--- src/verilog/spec_pkg.sv ---
`default_nettype none

package spec_pkg;

    // stream geometry
    localparam int din_width    = 12;
    localparam int vector_len   = 16;
    localparam int chan_width   = 4;
    localparam int power_width  = 2 * din_width;
    localparam int power_shift  = 4;
    localparam int acc_in_width = 16;
    localparam int acc_width    = 32;
    localparam int frames_width = 16;

    // bus geometry
    localparam int wb_adr_width  = 5;
    localparam int wb_data_width = 32;

    typedef logic signed [din_width-1:0] sample_t;
    typedef logic [power_width-1:0]      power_t;
    typedef logic [acc_in_width-1:0]     acc_in_t;
    typedef logic [acc_width-1:0]        acc_t;
    typedef logic [chan_width-1:0]       chan_t;
    typedef logic [wb_adr_width-1:0]     wb_adr_t;
    typedef logic [wb_data_width-1:0]    wb_data_t;
    typedef logic [frames_width-1:0]     frames_t;

    // register window sits right above the spectrum words
    localparam wb_adr_t adr_acc_len = wb_adr_t'(16);
    localparam wb_adr_t adr_status  = wb_adr_t'(17);

    localparam frames_t acc_len_reset = frames_t'(4);

    typedef enum logic [1:0] {
        idle,
        prime,
        run
    } ctl_state_t;

endpackage

`default_nettype wire

--- src/verilog/complex_power.sv ---
`timescale 1ns/100ps
`default_nettype none

module complex_power (
    input  wire                   clk,
    input  wire                   cnt_rst,
    input  wire spec_pkg::sample_t din_re,
    input  wire spec_pkg::sample_t din_im,
    input  wire                   din_valid,
    input  wire                   sync_in,
    output spec_pkg::power_t      power,
    output logic                  power_valid,
    output logic                  power_sync
);

    // full precision squares, always non-negative
    logic signed [spec_pkg::power_width-1:0] sq_re;
    logic signed [spec_pkg::power_width-1:0] sq_im;
    logic                                    sq_valid;
    logic                                    sq_sync;

    always_ff @(posedge clk) begin
        sq_re <= din_re * din_re;
        sq_im <= din_im * din_im;
        // sum of two squares can reach 2^23, still fits unsigned
        power <= spec_pkg::power_t'(sq_re + sq_im);
    end

    always_ff @(posedge clk) begin
        if (cnt_rst) begin
            sq_valid    <= 1'b0;
            sq_sync     <= 1'b0;
            power_valid <= 1'b0;
            power_sync  <= 1'b0;
        end else begin
            sq_valid    <= din_valid;
            sq_sync     <= din_valid && sync_in;
            power_valid <= sq_valid;
            power_sync  <= sq_sync;
        end
    end

    // sync must stay tied to a real sample through both stages
    a_sync_has_valid: assert property (
        @(posedge clk) disable iff (cnt_rst)
        power_sync |-> power_valid
    );

endmodule

`default_nettype wire

--- src/verilog/power_cast.sv ---
`timescale 1ns/100ps
`default_nettype none

module power_cast (
    input  wire                  clk,
    input  wire                  cnt_rst,
    input  wire spec_pkg::power_t power,
    input  wire                  power_valid,
    input  wire                  power_sync,
    output spec_pkg::acc_in_t    cast_data,
    output logic                 cast_valid,
    output logic                 cast_sync,
    output logic                 warning
);

    localparam int shifted_width = spec_pkg::power_width - spec_pkg::power_shift;

    logic [shifted_width-1:0] shifted;
    logic                     overflow;

    assign shifted = shifted_width'(power >> spec_pkg::power_shift);
    // anything above the accumulator input range
    assign overflow = |shifted[shifted_width-1:spec_pkg::acc_in_width];

    always_ff @(posedge clk) begin
        if (overflow) begin
            cast_data <= '1;
        end else begin
            cast_data <= shifted[spec_pkg::acc_in_width-1:0];
        end
    end

    always_ff @(posedge clk) begin
        if (cnt_rst) begin
            cast_valid <= 1'b0;
            cast_sync  <= 1'b0;
            warning    <= 1'b0;
        end else begin
            cast_valid <= power_valid;
            cast_sync  <= power_sync;
            warning    <= power_valid && overflow;
        end
    end

endmodule

`default_nettype wire

--- src/verilog/acc_control.sv ---
`timescale 1ns/100ps
`default_nettype none

module acc_control (
    input  wire                   clk,
    input  wire                   cnt_rst,
    input  wire                   cast_valid,
    input  wire                   cast_sync,
    input  wire spec_pkg::frames_t acc_len,
    output spec_pkg::chan_t       chan,
    output logic                  first_frame,
    output logic                  dump_en,
    output logic                  dump_done
);

    spec_pkg::ctl_state_t state;
    spec_pkg::chan_t      chan_cnt;
    spec_pkg::frames_t    frame_cnt;
    spec_pkg::frames_t    len_cur;
    spec_pkg::frames_t    len_eff;
    logic                 take;
    logic                 last_chan;
    logic                 last_frame;

    // zero frames makes no sense, run as one
    assign len_eff = (acc_len == '0) ? spec_pkg::frames_t'(1) : acc_len;

    // a sync always realigns to channel 0
    assign chan        = (cast_valid && cast_sync) ? '0 : chan_cnt;
    assign first_frame = (frame_cnt == '0);
    assign dump_en     = (state == spec_pkg::run);

    assign take       = cast_valid && (state != spec_pkg::idle || cast_sync);
    assign last_chan  = (chan == spec_pkg::chan_t'(spec_pkg::vector_len - 1));
    assign last_frame = (frame_cnt == len_cur - 1'b1);

    always_ff @(posedge clk) begin
        if (cnt_rst) begin
            state     <= spec_pkg::idle;
            chan_cnt  <= '0;
            frame_cnt <= '0;
            len_cur   <= spec_pkg::acc_len_reset;
            dump_done <= 1'b0;
        end else begin
            // lines up with sum_valid of the last channel
            dump_done <= take && last_chan && first_frame && dump_en;
            if (take) begin
                chan_cnt <= last_chan ? '0 : chan + 1'b1;
                case (state)
                    spec_pkg::idle: begin
                        state   <= spec_pkg::prime;
                        len_cur <= len_eff;
                    end
                    default: begin
                        if (last_chan && last_frame) begin
                            // integration boundary, pick up a new acc_len here
                            frame_cnt <= '0;
                            len_cur   <= len_eff;
                            state     <= spec_pkg::run;
                        end else if (last_chan) begin
                            frame_cnt <= frame_cnt + 1'b1;
                        end
                    end
                endcase
            end
        end
    end

    a_sync_aligned: assert property (
        @(posedge clk) disable iff (cnt_rst)
        (cast_valid && cast_sync) |-> (state == spec_pkg::idle || chan_cnt == '0)
    );

endmodule

`default_nettype wire

--- src/verilog/vector_accumulator.sv ---
`timescale 1ns/100ps
`default_nettype none

module vector_accumulator (
    input  wire                   clk,
    input  wire                   cnt_rst,
    input  wire spec_pkg::acc_in_t cast_data,
    input  wire                   cast_valid,
    input  wire spec_pkg::chan_t   chan,
    input  wire                   first_frame,
    input  wire                   dump_en,
    output spec_pkg::acc_t        sum_out,
    output spec_pkg::chan_t       sum_chan,
    output logic                  sum_valid
);

    // one running sum per channel
    spec_pkg::acc_t sums [spec_pkg::vector_len];

    always_ff @(posedge clk) begin
        if (cast_valid) begin
            if (first_frame) begin
                // hand out the finished sum, restart with this sample
                sum_out    <= sums[chan];
                sums[chan] <= spec_pkg::acc_t'(cast_data);
            end else begin
                sums[chan] <= sums[chan] + spec_pkg::acc_t'(cast_data);
            end
            sum_chan <= chan;
        end
    end

    always_ff @(posedge clk) begin
        if (cnt_rst) begin
            sum_valid <= 1'b0;
        end else begin
            sum_valid <= cast_valid && first_frame && dump_en;
        end
    end

endmodule

`default_nettype wire

--- src/verilog/spectrum_ram_wb.sv ---
`timescale 1ns/100ps
`default_nettype none

module spectrum_ram_wb (
    input  wire                    clk,
    input  wire                    cnt_rst,
    input  wire spec_pkg::acc_t     sum_out,
    input  wire spec_pkg::chan_t    sum_chan,
    input  wire                    sum_valid,
    input  wire                    dump_done,
    input  wire                    warning,
    output spec_pkg::frames_t      acc_len,
    input  wire                    wb_cyc,
    input  wire                    wb_stb,
    input  wire                    wb_we,
    input  wire spec_pkg::wb_adr_t  wb_adr,
    input  wire spec_pkg::wb_data_t wb_dat_w,
    output spec_pkg::wb_data_t     wb_dat_r,
    output logic                   wb_ack
);

    spec_pkg::acc_t ram [spec_pkg::vector_len];

    logic [15:0] int_count;
    logic        warn_sticky;
    logic        have_data;
    logic        req;
    logic        rd_status;
    logic        in_ram;

    // ack drops for a cycle after every transfer
    assign req       = wb_cyc && wb_stb && !wb_ack;
    assign rd_status = req && !wb_we && (wb_adr == spec_pkg::adr_status);
    assign in_ram    = (wb_adr < spec_pkg::wb_adr_t'(spec_pkg::vector_len));

    always_ff @(posedge clk) begin
        if (sum_valid) begin
            ram[sum_chan] <= sum_out;
        end
    end

    always_ff @(posedge clk) begin
        if (cnt_rst) begin
            wb_ack      <= 1'b0;
            acc_len     <= spec_pkg::acc_len_reset;
            int_count   <= '0;
            warn_sticky <= 1'b0;
            have_data   <= 1'b0;
        end else begin
            wb_ack <= req;
            // RAM words are read only, a write there is just acked
            if (req && wb_we && wb_adr == spec_pkg::adr_acc_len) begin
                acc_len <= wb_dat_w[spec_pkg::frames_width-1:0];
            end
            if (dump_done) begin
                int_count <= int_count + 1'b1;
                have_data <= 1'b1;
            end
            // a new warning wins over the clear on read
            if (warning) begin
                warn_sticky <= 1'b1;
            end else if (rd_status) begin
                warn_sticky <= 1'b0;
            end
        end
    end

    always_ff @(posedge clk) begin
        if (req && !wb_we) begin
            if (in_ram) begin
                wb_dat_r <= ram[wb_adr[spec_pkg::chan_width-1:0]];
            end else if (wb_adr == spec_pkg::adr_acc_len) begin
                wb_dat_r <= spec_pkg::wb_data_t'(acc_len);
            end else if (wb_adr == spec_pkg::adr_status) begin
                wb_dat_r <= spec_pkg::wb_data_t'({have_data, warn_sticky, int_count});
            end else begin
                wb_dat_r <= '0;
            end
        end
    end

    a_ack_single: assert property (
        @(posedge clk) disable iff (cnt_rst)
        wb_ack |=> !wb_ack
    );

endmodule

`default_nettype wire

--- src/verilog/spectrometer_lane.sv ---
`timescale 1ns/100ps
`default_nettype none

module spectrometer_lane (
    input  wire                    clk,
    input  wire                    cnt_rst,
    input  wire spec_pkg::sample_t  din_re,
    input  wire spec_pkg::sample_t  din_im,
    input  wire                    din_valid,
    input  wire                    sync_in,
    input  wire                    wb_cyc,
    input  wire                    wb_stb,
    input  wire                    wb_we,
    input  wire spec_pkg::wb_adr_t  wb_adr,
    input  wire spec_pkg::wb_data_t wb_dat_w,
    output spec_pkg::wb_data_t     wb_dat_r,
    output logic                   wb_ack
);

    spec_pkg::power_t  power;
    logic              power_valid;
    logic              power_sync;
    spec_pkg::acc_in_t cast_data;
    logic              cast_valid;
    logic              cast_sync;
    logic              warning;
    spec_pkg::chan_t   chan;
    logic              first_frame;
    logic              dump_en;
    logic              dump_done;
    spec_pkg::frames_t acc_len;
    spec_pkg::acc_t    sum_out;
    spec_pkg::chan_t   sum_chan;
    logic              sum_valid;

    complex_power u_power (
        .clk         (clk),
        .cnt_rst     (cnt_rst),
        .din_re      (din_re),
        .din_im      (din_im),
        .din_valid   (din_valid),
        .sync_in     (sync_in),
        .power       (power),
        .power_valid (power_valid),
        .power_sync  (power_sync)
    );

    power_cast u_cast (
        .clk         (clk),
        .cnt_rst     (cnt_rst),
        .power       (power),
        .power_valid (power_valid),
        .power_sync  (power_sync),
        .cast_data   (cast_data),
        .cast_valid  (cast_valid),
        .cast_sync   (cast_sync),
        .warning     (warning)
    );

    acc_control u_ctl (
        .clk         (clk),
        .cnt_rst     (cnt_rst),
        .cast_valid  (cast_valid),
        .cast_sync   (cast_sync),
        .acc_len     (acc_len),
        .chan        (chan),
        .first_frame (first_frame),
        .dump_en     (dump_en),
        .dump_done   (dump_done)
    );

    vector_accumulator u_acc (
        .clk         (clk),
        .cnt_rst     (cnt_rst),
        .cast_data   (cast_data),
        .cast_valid  (cast_valid),
        .chan        (chan),
        .first_frame (first_frame),
        .dump_en     (dump_en),
        .sum_out     (sum_out),
        .sum_chan    (sum_chan),
        .sum_valid   (sum_valid)
    );

    spectrum_ram_wb u_ram (
        .clk         (clk),
        .cnt_rst     (cnt_rst),
        .sum_out     (sum_out),
        .sum_chan    (sum_chan),
        .sum_valid   (sum_valid),
        .dump_done   (dump_done),
        .warning     (warning),
        .acc_len     (acc_len),
        .wb_cyc      (wb_cyc),
        .wb_stb      (wb_stb),
        .wb_we       (wb_we),
        .wb_adr      (wb_adr),
        .wb_dat_w    (wb_dat_w),
        .wb_dat_r    (wb_dat_r),
        .wb_ack      (wb_ack)
    );

endmodule

`default_nettype wire

--- config.mk ---
export PLATFORM = sky130hd
export DESIGN_NAME = spectrometer_lane
export DESIGN_NICKNAME = d
export VERILOG_FILES = /design/src/verilog/spec_pkg.sv /design/src/verilog/complex_power.sv /design/src/verilog/power_cast.sv /design/src/verilog/acc_control.sv /design/src/verilog/vector_accumulator.sv /design/src/verilog/spectrum_ram_wb.sv /design/src/verilog/spectrometer_lane.sv
export SDC_FILE = /design/constraint.sdc
export NUM_CORES = 2
export LEC_CHECK = 0
export ABC_AREA = 1
export BUFFER_PORTS_ARGS = -buffer_cell sky130_fd_sc_hd__clkbuf_2
export CORE_UTILIZATION = 50
export CTS_BUF_LIST = sky130_fd_sc_hd__clkbuf_8 sky130_fd_sc_hd__clkbuf_16
export CTS_CLUSTER_DIAMETER = 120
export CTS_CLUSTER_SIZE = 20
export DETAILED_ROUTE_END_ITERATION = 12
export GPL_TIMING_DRIVEN = 0
export PLACE_DENSITY = 0.7
export SYNTH_ARGS = -nofsm -noshare
export SYNTH_HDL_FRONTEND = slang
export SYNTH_SLANG_ARGS = --single-unit
--- constraint.sdc ---
create_clock -name clk -period 4.2 [get_ports clk]
set_input_delay 0.21 -clock clk [delete_from_list [all_inputs] [get_ports clk]]
set_output_delay 0.21 -clock clk [all_outputs]
set_load 0.01 [all_outputs]
# After elaboration in Yosys (flattened, before gate mapping)
# Memories as Yosys holds them, arrays and structs flattened.
# Cells that the tools add are included.
[op_classes]
muxes = 23
mul = 2
n_reduce_logical = 30
magnitude_cmp = 1
addsub = 6
eq_ne = 5
n_bitwise = 2
[ops]
columns = ["operator", "count"]
rows = [
  ["$mux W32", 3],
  ["$mux W16", 5],
  ["$mul A12 B12 Y24", 2],
  ["$add A16 B1 Y16 const B", 2],
  ["$add A32 B16 Y32", 1],
  ["$logic_not A16 Y1", 2],
  ["$add A24 B24 Y24", 1],
  ["$mux W18", 1],
  ["$eq A16 B16 Y1", 1],
  ["$logic_and A1 B1 Y1", 16],
  ["$sub A16 B1 Y16 const B", 1],
  ["$eq A5 B5 Y1 const B", 2],
  ["$mux W1", 10],
  ["$mux W4", 2],
  ["$reduce_bool A2 Y1", 4],
  ["$lt A5 B5 Y1 const B", 1],
  ["$add A4 B1 Y4 const B", 1],
  ["$eq A4 B4 Y1 const B", 1],
  ["$mux W2", 2],
  ["$reduce_and A2 Y1", 2],
  ["$reduce_or A4 Y1", 1],
  ["$reduce_and A3 Y1", 1],
  ["$eq A2 B2 Y1 const B", 1],
  ["$logic_not A1 Y1", 2],
  ["other kinds (4)", 4],
]
[word_totals]
word_cells = 96
memories = 2
input_bits = 68
ramBits = 1024
ff_bits = 238
[memory_table]
columns = ["memory", "depth", "width", "read_ports", "rd_clocked_by_memory_dff", "write_ports", "line_no", "rtl"]
rows = [
  ["u_acc.sums", 16, 32, 1, 0, 1, "vector_accumulator.sv:18", "spec_pkg::acc_t sums [spec_pkg::vector_len];"],
  ["u_ram.ram", 16, 32, 1, 0, 1, "spectrum_ram_wb.sv:22", "spec_pkg::acc_t ram [spec_pkg::vector_len];"],
]

# Logic depth before layout (Yosys ltp)
[depth]
depth_word = 6
mapped_depth = 28
mapped_depth_nobuf = 23

# Hierarchy
# A second synthesis with hierarchy kept.
[hier_totals]
cells_unflattened = 6235
hier_area_um2 = 63017.9
[by_module_without_submodules]
columns = ["module", "area_per_inst_um2", "cells_each", "seq_area_each_um2", "n_inst"]
rows = [
  ["spectrum_ram_wb", 23930.5, 2263, 17036.3, 1],
  ["vector_accumulator", 22440.3, 1787, 16475.8, 1],
  ["complex_power", 13651.8, 1775, 1481.4, 1],
  ["acc_control", 2436.1, 365, 780.7, 1],
  ["power_cast", 559.3, 45, 380.4, 1],
]

# Worst setup path before layout
# No wires, ideal clock.
[synth_timing]
kind = "input to register"
from = "input din_im[11]"
to = "register u_power.sq_im[21] (netlist bit)"
setup_ns = 0.072
t_arrival_ns = 4.599
path_stages = 20
path_slack_ns = -0.471
required_ns = 4.128
cell_sequence = "clkbuf_1 nand2_1 fa_1 inv_1 ha_1 inv_1 fa_1 inv_1 fa_1 inv_1 fa_1 inv_1 ha_1 nand2_1 nor2_1 nand4_1 o211ai_1 a21oi_1 o21ai_0 xor2_1"
[synth_between]
elab_chain_len = 1
[synth_lines]
columns = ["element", "line_no", "rtl"]
rows = [
  ["start, declared", "spectrometer_lane.sv:8", "input wire spec_pkg::sample_t din_im,"],
  ["$mul A12 B12 Y24", "complex_power.sv:24", "sq_im <= din_im * din_im;"],
  ["end signal, assigned", "complex_power.sv:24", ""],
  ["end, declared", "complex_power.sv:18", "logic signed [spec_pkg::power_width-1:0] sq_im;"],
]
# No other way between the ends.
# A chain may end at the register's enable or synchronous reset.

# Worst setup path after layout
[layout_timing]
from = "register u_cast.cast_valid"
to = "register u_acc.sum_out[0], read port of u_acc.sums (data pin)"
[layout_between]
elab_chain_len = 3
[layout_lines]
columns = ["element", "line_no", "rtl"]
rows = [
  ["start, declared", "power_cast.sv:11", "output logic cast_valid,"],
  ["start signal, assigned", "power_cast.sv:39", "cast_valid <= power_valid;"],
  ["$logic_and A1 B1 Y1", "acc_control.sv:29", "assign chan = (cast_valid && cast_sync) ? '0 : chan_cnt;"],
  ["$mux W4", "acc_control.sv:29", ""],
  ["$mem_v2 Z16 W32", "-", ""],
  ["end, declared", "vector_accumulator.sv:12", "output spec_pkg::acc_t sum_out,"],
]
# No other way between the ends.

==> impl_metrics.env <==
export IMPL_design_area_sq_um=69500
export IMPL_ant_nets=0
export IMPL_drt_total_wl_mm=169
export IMPL_end_kind="register"
export IMPL_tightest_slew_ns=1.09
export IMPL_p_per_area_nw_per_um2=499
export IMPL_path_clk_slew_ns=0.09
export IMPL_drc=0
export IMPL_first_pass_iters=6
export IMPL_cts_buffers=72
export IMPL_synth_top_cells_by_area="edfxtp_1 (54%), fa_1 (8.2%), nand2_1 (5.7%)"
export IMPL_drv_slew=0
export IMPL_crit_path_frequent_cell="buf_4"
export IMPL_multi_input_area_sq_um=22500
export IMPL_yosysUniqueCellTypes=54
export IMPL_setup_viol=34
export IMPL_total_power_mw=34.7
export IMPL_grt_pass1_vias=42100
export IMPL_syn_nets=6024
export IMPL_synth_top_area_share_pct=53.8
export IMPL_hold_slack_ns=0.0106
export IMPL_start_util_pct=50.6
export IMPL_synth_seq_cells=1254
export IMPL_ys_flop_type="edfxtp_1"
export IMPL_first_iter_violations=5220
export IMPL_tns_ns=-1.79
export IMPL_syn_area_per_cell_sq_um=11.0
export IMPL_synth_top_area_cell="edfxtp_1"
export IMPL_root_buffer="clkbuf_16"
export IMPL_routabilityCongestion=0.946
export IMPL_crit_arrival_ns=4.71
export IMPL_hold_viol=0
export IMPL_layout_setup_ws_ns=-0.0805
export IMPL_fp_dieH_microns=351
export IMPL_synth_warnings=0
export IMPL_wire_per_inst_microns=22.4
export IMPL_clkLatencyLatePin_ns=0.68
export IMPL_preCtsSetupSlack_ns=-2.31
export IMPL_synth_edff_count=1092
export IMPL_worst_path_max_fanout=10
export IMPL_cts_path_max_buffers=3
export IMPL_rsz0062_at_grt="true"
export IMPL_routed_via_density=5.75
export IMPL_timing_fmax_ghz=0.234
export IMPL_async_flop_share_pct=0
export IMPL_place_area_sq_um=65200
export IMPL_dpl_hpwl_mm=116
export IMPL_grt_max_degree=33
export IMPL_grtUsageTotal_pct=27.1
export IMPL_layout_nets=6367
export IMPL_irDropWorstVdd_mv=0.747
export IMPL_pin_count=101
export IMPL_grt_pass1_wl_mm=252
export IMPL_leakage_nw=26.8
export IMPL_final_common_cell="edfxtp_1"
export IMPL_fillers=9773
export IMPL_cts_htree_levels=3
export IMPL_synth_seq_area_share_pct=59.1
export IMPL_gr_total_overflow=0
export IMPL_vias=43300
export IMPL_status="finished with violations"
export IMPL_period_minus_slack_ns=4.28
export IMPL_slew_headroom_pct=26.7
export IMPL_fin_skew_ns=0.0303
export IMPL_required_ns=4.63
export IMPL_cp_slowest_cell="dfxtp_4"
export IMPL_portBuffers=82
export IMPL_core_area_sq_um=120000
export IMPL_drv_cap=0
export IMPL_startpoint_type="register"
export IMPL_die_area_sq_um=123000
export IMPL_period_share_pct=102
export IMPL_die_w_microns=351
export IMPL_cts_tree="built"
export IMPL_clock_sinks=1254
export IMPL_drive_above_1_share_pct=11.9
export IMPL_area_delta_synth_final_pct=14.0
export IMPL_syn_area_sq_um=61000
export IMPL_max_stage_delay_ns=0.37
export IMPL_final_cell_mix="edfxtp_1 (1092), nand2_1 (890), inv_1 (674)"
export IMPL_hold_class="input port to register"
export IMPL_crit_type="register to register"
export IMPL_postSynthCellCount=5550
export IMPL_std_cell_rows=127
export IMPL_regArea_sq_um=36000
export IMPL_grt_antenna_before_repair=5
export IMPL_violations="negative setup slack"
[synthesized netlist by cell type, drive strengths merged, types with 39 or more instances]
cell and count:
a21oi 139, edfxtp 1092, o21ai 414, nand2 934, o2111ai 63, dfxtp 162, xor2 65, nand3b 43
o211ai 69, fa 251, clkbuf 178, xnor2 52, inv 683, ha 155, nor2 619, nand3 296
nand4 39, buf 79, o22ai 68, a31oi 43
[timing repair]
item,CTS,global route
resized for setup,177,162
endpoints found under the setup margin,605,444
buffers inserted,42,62
hold endpoints to repair,28,0
hold buffers,23,0
gates cloned,1,2
pin swaps,21,32
[routing by layer]
metal / vias up / GRT usage [%] / wire [microns]
met5: - / 0 / 40
met4: 6 / 11.7 / 7450
met3: 371 / 3.78 / 16200
met2: 2348 / 43.8 / 79000
met1: 21100 / 36.9 / 66300
li1: 19500 / - / -
[area by class of cell]
type	count	area share, %
timing repair buffer	273	3.80
antenna	1	0.00360
multi-input combinational	3356	32.3
sequential	1254	51.8
clock inverter	28	0.173
buffer	251	2.42
clock buffer	77	2.77
inverter	685	3.75
tap	1612	2.90
[state kept, by name, indices dropped and copies added (netlist names), 4 cells and up]
name              flops
u_acc.sums          512
u_ram.ram           512
u_acc.sum_out        32
u_ram.wb_dat_r       32
u_power.sq_im        22
u_power.sq_re        22
u_power.power        20
u_cast.cast_data     16
u_ctl.frame_cnt      16
u_ctl.len_cur        16
u_ram.acc_len        16
u_ram.int_count      16
u_acc.sum_chan        4
u_ctl.chan_cnt        4
[power by group]
part           internal, mW  switching (mW)
registers              14.1           0.213
clock network          3.30            3.96
logic                  5.43            7.72
[metrics by stage]
| step | instances | utilization (%) |
|---|---|---|
| 6_report | 7537 | 57.7 |
| 4_1_cts | 7474 | 56.9 |
| 3_5_place_dp | 7308 | 54.1 |
| 5_1_grt | 7536 | 57.7 |
| 3_3_place_gp | 7244 | 53.1 |
| 2_1_floorplan | 5550 | - |
[final timing paths]
check / startpoint / end / slack, ns / cells past startpoint
setup / recovery: u_cast.cast_valid / u_acc.sum_out[0] / -0.08 / 29
hold / removal: din_im[0] / u_power.sq_im[2] / 0.01 / 3
setup reg to reg: u_cast.cast_valid / u_acc.sum_out[0] / -0.08 / 29
hold reg to reg: u_power.power_sync / u_cast.cast_sync / 0.40 / 2
[kinds of logic (layout without fill, tap and decap cells)]
logic type / count (synthesis) / after routing / synth area share, %
compound gates: 839 / 839 / 8.01
xor+xnor: 118 / 118 / 1.72
fa+ha+maj: 406 / 406 / 11.4
buf+inv: 942 / 1314 / 5.99
flops: 1254 / 1254 / 59.1
mux: 1 / 1 / 0.0185
other cells: 0 / 1 / 0
simple gates: 1990 / 1992 / 13.7
[worst max-delay path, delay by kind of cell (launching register included)]
family	cells	cell delay (ns)
buffers and inverters	23	2.97
and+or+nand+nor	4	0.54
DFF	1	0.37
AOI/OAI and AO/OA	2	0.18
No activity file was read; power rests on OpenSTA's default activity.
